===== src/packet_audit_pkg.sv =====
/* Sizing constants, stream and audit record structs, and the CRC-16-CCITT byte step
   shared by the packet audit blocks */

package packet_audit_pkg;

    //////////////////////////////////////////////////
    // Sizing

    localparam int data_bytes   = 4;
    localparam int dest_width   = 2;
    localparam int num_dests    = 4;
    localparam int blen_width   = 11;
    localparam int num_expected = 8;
    localparam int idx_width    = 3;
    localparam int count_width  = 8;

    // CRC-16-CCITT, MSB first
    localparam int          crc_width = 16;
    localparam logic [15:0] crc_poly  = 16'h1021;
    localparam logic [15:0] crc_init  = 16'hFFFF;

    //////////////////////////////////////////////////
    // Records

    typedef struct packed {
        logic [data_bytes*8-1:0] data;
        logic [data_bytes-1:0]   keep;
        logic                    last;
        logic [dest_width-1:0]   dest;
    } stream_beat_t;

    typedef struct packed {
        logic [dest_width-1:0] dest;
        logic [blen_width-1:0] blen;
        logic [crc_width-1:0]  crc;
    } expected_desc_t;

    // Same fields as a descriptor, but taken from the wire
    typedef struct packed {
        logic [dest_width-1:0] dest;
        logic [blen_width-1:0] blen;
        logic [crc_width-1:0]  crc;
    } packet_summary_t;

    typedef struct packed {
        logic                  matched;
        logic [idx_width-1:0]  index;
        logic [dest_width-1:0] dest;
        logic [blen_width-1:0] blen;
    } audit_result_t;

    //////////////////////////////////////////////////
    // CRC byte step

    function automatic logic [crc_width-1:0] crc16_step(
        input logic [crc_width-1:0] crc_in,
        input logic [7:0]           data_byte
    );
        logic [crc_width-1:0] crc;
        crc = crc_in ^ {data_byte, 8'h00};
        for (int b = 0; b < 8; b++) begin
            if (crc[crc_width-1]) begin
                crc = {crc[crc_width-2:0], 1'b0} ^ crc_poly;
            end else begin
                crc = {crc[crc_width-2:0], 1'b0};
            end
        end
        return crc;
    endfunction

endpackage

===== src/packet_audit.sv =====
/* Receive-side packet audit top level: reassembler, descriptor matcher and
   counters, with stream ready driven from the matcher's search state */

`timescale 1ns/10ps

module packet_audit (
    input  logic                                     axis_packet_in,
    input  logic                                     rst,
    input  logic                                     clear,
    input  logic                                     load_valid,
    input  logic                                     beat_valid,
    input  packet_audit_pkg::stream_beat_t           beat,
    input  packet_audit_pkg::expected_desc_t         load_desc,
    output logic                                     beat_ready,
    output packet_audit_pkg::audit_result_t          result,
    output logic                                     result_valid,
    output logic [packet_audit_pkg::count_width-1:0] matched_count,
    output logic [packet_audit_pkg::count_width-1:0] unmatched_count,
    output logic [packet_audit_pkg::count_width-1:0] outstanding_count
);

    packet_audit_pkg::packet_summary_t summary;
    logic                              summary_valid;
    logic                              busy;
    logic                              beat_accept;
    logic                              load_accept;
    logic                              load_accepted;

    // No new beats while a search is pending
    assign beat_ready    = !busy && !rst;
    assign beat_accept   = beat_valid && beat_ready;
    assign load_accepted = load_valid && load_accept;

    stream_reassembler stream_reassembler_inst (
        .axis_packet_in (axis_packet_in),
        .rst            (rst),
        .beat           (beat),
        .beat_accept    (beat_accept),
        .summary        (summary),
        .summary_valid  (summary_valid)
    );

    expected_matcher expected_matcher_inst (
        .axis_packet_in (axis_packet_in),
        .rst            (rst),
        .clear          (clear),
        .load_desc      (load_desc),
        .load_valid     (load_valid),
        .load_accept    (load_accept),
        .summary        (summary),
        .summary_valid  (summary_valid),
        .busy           (busy),
        .result         (result),
        .result_valid   (result_valid)
    );

    audit_counters audit_counters_inst (
        .axis_packet_in    (axis_packet_in),
        .rst               (rst),
        .clear             (clear),
        .load_accepted     (load_accepted),
        .result            (result),
        .result_valid      (result_valid),
        .matched_count     (matched_count),
        .unmatched_count   (unmatched_count),
        .outstanding_count (outstanding_count)
    );

endmodule


===== src/audit_counters.sv =====
/* Saturating matched and unmatched totals, plus the count of loaded
   descriptors still waiting for a packet */

`timescale 1ns/10ps

module audit_counters (
    input  logic                                     axis_packet_in,
    input  logic                                     rst,
    input  logic                                     clear,
    input  logic                                     load_accepted,
    input  packet_audit_pkg::audit_result_t          result,
    input  logic                                     result_valid,
    output logic [packet_audit_pkg::count_width-1:0] matched_count,
    output logic [packet_audit_pkg::count_width-1:0] unmatched_count,
    output logic [packet_audit_pkg::count_width-1:0] outstanding_count
);

    logic match_seen;

    assign match_seen = result_valid && result.matched;

    always_ff @(posedge axis_packet_in) begin
        if (rst || clear) begin
            matched_count     <= '0;
            unmatched_count   <= '0;
            outstanding_count <= '0;
        end else begin
            // Hold at full scale
            if (match_seen && matched_count != '1) begin
                matched_count <= matched_count + 1'b1;
            end
            if (result_valid && !result.matched && unmatched_count != '1) begin
                unmatched_count <= unmatched_count + 1'b1;
            end
            case ({load_accepted, match_seen})
                2'b10:   outstanding_count <= outstanding_count + 1'b1;
                2'b01: begin
                    if (outstanding_count != '0) begin
                        outstanding_count <= outstanding_count - 1'b1;
                    end
                end
                default: outstanding_count <= outstanding_count;
            endcase
        end
    end

endmodule


===== src/expected_matcher.sv =====
/* Table of expected packet descriptors with received flags, searched one entry
   per cycle for each completed packet summary */

`timescale 1ns/10ps

module expected_matcher (
    input  logic                              axis_packet_in,
    input  logic                              rst,
    input  logic                              clear,
    input  packet_audit_pkg::expected_desc_t  load_desc,
    input  logic                              load_valid,
    output logic                              load_accept,
    input  packet_audit_pkg::packet_summary_t summary,
    input  logic                              summary_valid,
    output logic                              busy,
    output packet_audit_pkg::audit_result_t   result,
    output logic                              result_valid
);

    //////////////////////////////////////////////////
    // Table and search state

    packet_audit_pkg::expected_desc_t table_mem [packet_audit_pkg::num_expected];

    logic [packet_audit_pkg::num_expected-1:0] received;
    logic [packet_audit_pkg::idx_width:0]      loaded_count;
    logic                                      searching;
    logic [packet_audit_pkg::idx_width-1:0]    scan_idx;
    packet_audit_pkg::packet_summary_t         captured;

    packet_audit_pkg::expected_desc_t          entry;
    logic [packet_audit_pkg::idx_width-1:0]    last_idx;
    logic                                      table_full;
    logic                                      in_range;
    logic                                      entry_hit;
    logic                                      scan_done;
    logic                                      start_search;
    logic                                      load_write;

    //////////////////////////////////////////////////
    // Compare logic

    assign table_full = loaded_count ==
        (packet_audit_pkg::idx_width + 1)'(packet_audit_pkg::num_expected);
    assign last_idx   = loaded_count[packet_audit_pkg::idx_width-1:0] - 1'b1;
    assign entry      = table_mem[scan_idx];
    assign in_range   = {1'b0, scan_idx} < loaded_count;

    // Only unreceived entries can take a packet
    assign entry_hit = in_range && !received[scan_idx]
                    && entry.dest == captured.dest
                    && entry.blen == captured.blen
                    && entry.crc  == captured.crc;

    // Empty table ends on the first scan cycle
    assign scan_done = entry_hit || !in_range || scan_idx == last_idx;

    // Busy from the summary cycle through the result cycle
    assign busy         = searching || summary_valid;
    assign start_search = summary_valid && !searching;
    assign load_accept  = !table_full && !busy;
    assign load_write   = load_valid && load_accept;

    assign result_valid   = searching && scan_done;
    assign result.matched = entry_hit;
    assign result.index   = entry_hit ? scan_idx : '0;
    assign result.dest    = captured.dest;
    assign result.blen    = captured.blen;

    //////////////////////////////////////////////////
    // Control state

    always_ff @(posedge axis_packet_in) begin
        if (rst || clear) begin
            searching    <= 1'b0;
            scan_idx     <= '0;
            loaded_count <= '0;
            received     <= '0;
        end else begin
            if (start_search) begin
                searching <= 1'b1;
                scan_idx  <= '0;
            end else if (searching) begin
                if (scan_done) begin
                    searching <= 1'b0;
                    if (entry_hit) begin
                        received[scan_idx] <= 1'b1;
                    end
                end else begin
                    scan_idx <= scan_idx + 1'b1;
                end
            end
            if (load_write) begin
                loaded_count <= loaded_count + 1'b1;
            end
        end
    end

    // Descriptor storage and captured summary
    always_ff @(posedge axis_packet_in) begin
        if (load_write) begin
            table_mem[loaded_count[packet_audit_pkg::idx_width-1:0]] <= load_desc;
        end
        if (start_search) begin
            captured <= summary;
        end
    end

endmodule


===== src/stream_reassembler.sv =====
/* Per-destination byte count and CRC accumulation over accepted stream beats,
   with a registered summary pulse at the end of each packet */

`timescale 1ns/10ps

module stream_reassembler (
    input  logic                             axis_packet_in,
    input  logic                             rst,
    input  packet_audit_pkg::stream_beat_t   beat,
    input  logic                             beat_accept,
    output packet_audit_pkg::packet_summary_t summary,
    output logic                             summary_valid
);

    //////////////////////////////////////////////////
    // Accumulator state

    // One running count and CRC per destination
    logic [packet_audit_pkg::blen_width-1:0] byte_count [packet_audit_pkg::num_dests];
    logic [packet_audit_pkg::crc_width-1:0]  crc_acc    [packet_audit_pkg::num_dests];

    logic [packet_audit_pkg::blen_width-1:0] beat_bytes;
    logic [packet_audit_pkg::blen_width-1:0] next_count;
    logic [packet_audit_pkg::crc_width-1:0]  next_crc;

    //////////////////////////////////////////////////
    // Beat contribution

    // Kept bytes are walked low to high
    always_comb begin
        beat_bytes = '0;
        next_crc   = crc_acc[beat.dest];
        for (int i = 0; i < packet_audit_pkg::data_bytes; i++) begin
            if (beat.keep[i]) begin
                next_crc   = packet_audit_pkg::crc16_step(next_crc, beat.data[8*i +: 8]);
                beat_bytes = beat_bytes + 1'b1;
            end
        end
        next_count = byte_count[beat.dest] + beat_bytes;
    end

    //////////////////////////////////////////////////
    // Accumulator update

    always_ff @(posedge axis_packet_in) begin
        if (rst) begin
            for (int d = 0; d < packet_audit_pkg::num_dests; d++) begin
                byte_count[d] <= '0;
                crc_acc[d]    <= packet_audit_pkg::crc_init;
            end
        end else if (beat_accept) begin
            if (beat.last) begin
                // Ready for the next packet on this destination
                byte_count[beat.dest] <= '0;
                crc_acc[beat.dest]    <= packet_audit_pkg::crc_init;
            end else begin
                byte_count[beat.dest] <= next_count;
                crc_acc[beat.dest]    <= next_crc;
            end
        end
    end

    // Pulse for one cycle after the last beat
    always_ff @(posedge axis_packet_in) begin
        if (rst) begin
            summary_valid <= 1'b0;
        end else begin
            summary_valid <= beat_accept && beat.last;
        end
    end

    // Summary payload, held until the next packet ends
    always_ff @(posedge axis_packet_in) begin
        if (beat_accept && beat.last) begin
            summary.dest <= beat.dest;
            summary.blen <= next_count;
            summary.crc  <= next_crc;
        end
    end

endmodule


===== config.mk =====
export PLATFORM = sky130hd
export DESIGN_NAME = packet_audit
export DESIGN_NICKNAME = d
export VERILOG_FILES = /design/src/packet_audit_pkg.sv /design/src/packet_audit.sv /design/src/audit_counters.sv /design/src/expected_matcher.sv /design/src/stream_reassembler.sv
export SDC_FILE = /design/constraint.sdc
export NUM_CORES = 1
export LEC_CHECK = 0
export BUFFER_PORTS_ARGS = -buffer_cell sky130_fd_sc_hd__buf_2
export CAP_MARGIN = 25
export CORE_UTILIZATION = 60
export DETAILED_ROUTE_END_ITERATION = 6
export GPL_ROUTABILITY_DRIVEN = 0
export PLACE_DENSITY = 0.83
export SYNTH_ARGS = -nofsm -noshare
export SYNTH_HDL_FRONTEND = slang
export SYNTH_HIERARCHICAL = 1
export SYNTH_SLANG_ARGS = --single-unit

===== constraint.sdc =====
create_clock -name axis_packet_in -period 7.75 [get_ports axis_packet_in]
set_clock_uncertainty 0.15 [all_clocks]
set_input_delay 1.55 -clock axis_packet_in [delete_from_list [all_inputs] [get_ports axis_packet_in]]
set_output_delay 1.55 -clock axis_packet_in [all_outputs]
set_load 0.01 [all_outputs]

==> flow_summary_export.csv <==
group,metric,value,unit
synthesis,synthMuxAreaShare,11.8,%
timing,setup_violations,0,
synthesis,synth.distinct_cells,81,
critical_path,worst-endpoint-required,7.84,ns
clock_network,cts_tree,"done",
worst_hold_path,whs_path_depth,0,
power_and_ir_drop,vdd_drop_max,198,uV
timing,maxSlewHeadroom,35.9,%
clock_network,clock_path_buffers,3,
synthesis,synth_top_family_by_area,"multiplexers",
critical_path,rr_endpoint,"audit_counters_inst/outstanding_count[4]",
placed_design,dp.final_hpwl,31800,um
layout,drive_above_1_share,20.5,%
die,die-height,190,um
critical_path,path_max_fanout,23,
global_route,antenna_found_initial,6,
die,ios,116,
worst_hold_path,hold_start,"stream_reassembler_inst/summary[7]",
synthesis,synth_seq_cells,442,
global_route,grt_usage,26.5,%
clock_network,cts_setup_buffers,0,
synthesis,synthFlopType,"edfxtp_1",
synthesis,yosys_warnings,6,
synthesis,synth_cells,1508,
die,dieArea,36200,um^2
clock_network,cts_hold_repair.buffers,0,
clock_network,path_clk_slew,0.06,ns
clock_network,clk_latency,0.55,ns
detailed_routing,num_vias,13000,
critical_path,crit_chain,"buf_2 > buf_4 > mux4_2 > xnor2_1 > mux2i_1 > and3_1 > xnor2_1 > a211oi_1 > a2111oi_0 > o31ai_1 > xnor2_1 > nor4_1 > nor3_1 > xnor2_1 > nand2_1",
die,fp-row-count,68,
power_and_ir_drop,p_leak,7.98,nW
power_and_ir_drop,power_density,229,nW/um^2
critical_path,slowest_delay,0.64,ns
synthesis,ys_seq_area_share,60.4,%
detailed_routing,drcViolationCount,0,
synthesis,avgSynthCellArea,14.1,um^2
clock_network,cts_made_buffers,43,
critical_path,crit_cells,15,
timing,hold_viol,0,
synthesis,netlist_area,21200,um^2
die,start_util,61.2,%
global_route,grt.met2_usage,45.1,%
worst_hold_path,hp-class,"reg2reg",
critical_path,path_buf_inv,2,
clock_network,ctsResizeCount,0,
clock_network,cts_max_level,2,
timing,rsz0062_at_grt,"no",
placed_design,io_buffers,115,
layout,fin_nets,1707,
detailed_routing,drtAntennaViolNets,0,
global_route,grt_use_met3,3.62,%
critical_path,path_common_cell,"xnor2_1",
critical_path,cp_top_family,"XOR/XNOR gates",
global_route,grt_pass1_vias,12900,
critical_path,critPathSlowestCell,"mux4_2",
global_route,busiest_layer,"met2",
critical_path,cp-end-kind,"flip-flop",
job,cap_violations,0,
global_route,grt_pass1_wl,72300,um
critical_path,r2r_cells,14,
timing,worst_pin_slew,0.958,ns
synthesis,synth_compound_area_share,6.08,%
detailed_routing,drt_first_pass_iters,6,
critical_path,criticalPathCategory,"in2reg",
synthesis,synthXorXnorAreaFrac,7.61,%
clock_network,root_buffer,"clkbuf_16",
layout,fin_util,68.1,%
critical_path,critPathLaunchType,"input pin",
layout,areaGrowthSynthToFinish,11.3,%
global_route,met1_usage,35.6,%
timing,period_minus_slack,6.41,ns
synthesis,synthSimpleGateAreaFrac,10.0,%
synthesis,syn_nets,1599,
synthesis,synth_edf_count,398,
detailed_routing,drt-vias-per-instance,6.18,
detailed_routing,drt-wirelength-per-cell,22.8,um
critical_path,r2r_setup_slack,1.94,ns
worst_hold_path,min_to,"expected_matcher_inst/captured[7]",
clock_network,cts.sinks,442,
synthesis,synthArstFlopShare,0,%
run_status,status,"completed",
timing,finalSetupTns,0,ns
detailed_routing,drt-initial-drc-count,1413,
critical_path,cp.arrival,6.50,ns
global_route,grt_max_degree,44,
timing,fin_crit_sh,82.7,%
global_route,grt-ovfl-total,0,
die,die_w,190,um
die,core-area,34700,um^2
timing,clock.fmax,0.156,GHz
timing,drv_slew,0,
synthesis,synth_fa_ha_area_share,1.10,%
detailed_routing,routed_wl,48000,um
cell usage in the layout, fill, tap and decap left out, types with 17 or more instances in the layout:
| cell | Yosys | routed |
|---|---|---|
| edfxtp_1 | 398 | 398 |
| nand2_1 | 120 | 120 |
| buf_2 | 13 | 116 |
| xnor2_1 | 89 | 89 |
| nor2_1 | 92 | 86 |
| mux4_2 | 69 | 69 |
| mux2i_1 | 68 | 68 |
| inv_1 | 52 | 52 |
| clkbuf_16 | 0 | 43 |
| dfxtp_1 | 44 | 41 |
| xor2_1 | 39 | 39 |
| a21oi_1 | 35 | 35 |
| nor3_1 | 36 | 34 |
| o21ai_0 | 24 | 24 |
| a211oi_1 | 24 | 24 |
| mux2_2 | 24 | 24 |
| nand3_1 | 23 | 23 |
| nand2b_1 | 25 | 23 |
| or3_1 | 20 | 20 |
| and2_1 | 18 | 18 |
| and3_1 | 18 | 18 |
| ha_1 | 17 | 17 |
| o21a_1 | 17 | 17 |
where the power goes:
part	internal [W]	leakage, nW	switching [W]
sequential	0.00266	3.89	0.0000181
combinational	0.000312	3.44	0.000471
clock	0.00110	0.649	0.000851
per-layer routing:
| metal | routed length [um] | part of all wire [%] |
|---|---|---|
| met1 | 18900 | 39 |
| met2 | 24200 | 50 |
| met3 | 3740 | 7.8 |
| met4 | 1120 | 2.3 |
| met5 | 25 | 0.052 |
registers in the layout, indices dropped and copies added, names as in the netlist, named ones only:
signal,count
expected_matcher_inst/received,8
expected_matcher_inst/searching,1
expected_matcher_inst/table_mem,232
expected_matcher_inst/loaded_count,4
stream_reassembler_inst/summary_valid,1
audit_counters_inst/outstanding_count,8
expected_matcher_inst/scan_idx,3
audit_counters_inst/matched_count,8
expected_matcher_inst/captured,16
audit_counters_inst/unmatched_count,8
stream_reassembler_inst/byte_count,44
stream_reassembler_inst/summary,29
stream_reassembler_inst/crc_acc,64
expected_matcher_inst/result,13
cells in the mapped netlist (20+ instances only):
library cell / count / area share (%)
edfxtp_1: 398 / 56
nand2_1: 120 / 2.1
nor2_1: 92 / 1.6
xnor2_1: 89 / 3.7
mux4_2: 69 / 7.3
mux2i_1: 68 / 3.2
inv_1: 52 / 0.92
dfxtp_1: 44 / 4.1
xor2_1: 39 / 1.6
nor3_1: 36 / 0.85
a21oi_1: 35 / 0.82
clkbuf_1: 33 / 0.58
nand2b_1: 25 / 0.74
a211oi_1: 24 / 0.85
mux2_2: 24 / 1.3
o21ai_0: 24 / 0.57
nand3_1: 23 / 0.54
or3_1: 20 / 0.59
how the worst max path moves through the flow:
stage	start	to	slack (ns)
2_1_floorplan	beat[0]	stream_reassembler_inst/crc_acc[0][5]	1.66
3_3_place_gp	beat[0]	stream_reassembler_inst/summary[9]	1.23
3_5_place_dp	beat[0]	stream_reassembler_inst/crc_acc[0][14]	1.01
4_1_cts	flip-flop	result_valid	0.74
5_1_grt	flip-flop	result_valid	1.14
6_report	beat[0]	stream_reassembler_inst/crc_acc[0][14]	1.34
logic make-up (layout without fill, tap and decap cells):
family,after synthesis,in the layout
DFF,442,442
and+or+nand+nor,425,425
AOI/OAI and AO/OA,180,180
muxes,161,161
xor gates and xnor gates,151,151
buffers and inverters,130,272
adders and majority gates,18,18
other,1,4
per-stage QoR:
stage,total power [W],hold WS [ns],std cells,setup slack (ns),area [um^2]
after floorplan,0.00329,0.250,1508,1.66,21200
after global placement,0.00347,0.251,2016,1.23,22100
after detailed placement,0.00349,0.255,2022,1.01,22200
after CTS,0.00543,0.253,2101,0.739,23600
after global routing,0.00558,0.266,2106,1.14,23600
final,0.00542,0.265,2108,1.34,23600
final cells by class:
type                            instances  area, um^2
Sequential cell                       442       12800
Fill cell                            2330       11100
Multi-Input combinational cell        936        7840
Clock buffer                           60        1180
Timing Repair Buffer                  140         855
Tap cell                              455         569
Inverter                               53         199
Clock inverter                         19         153
Antenna cell                            3        7.51
Note: power is estimated with default switching activity, not from simulation.
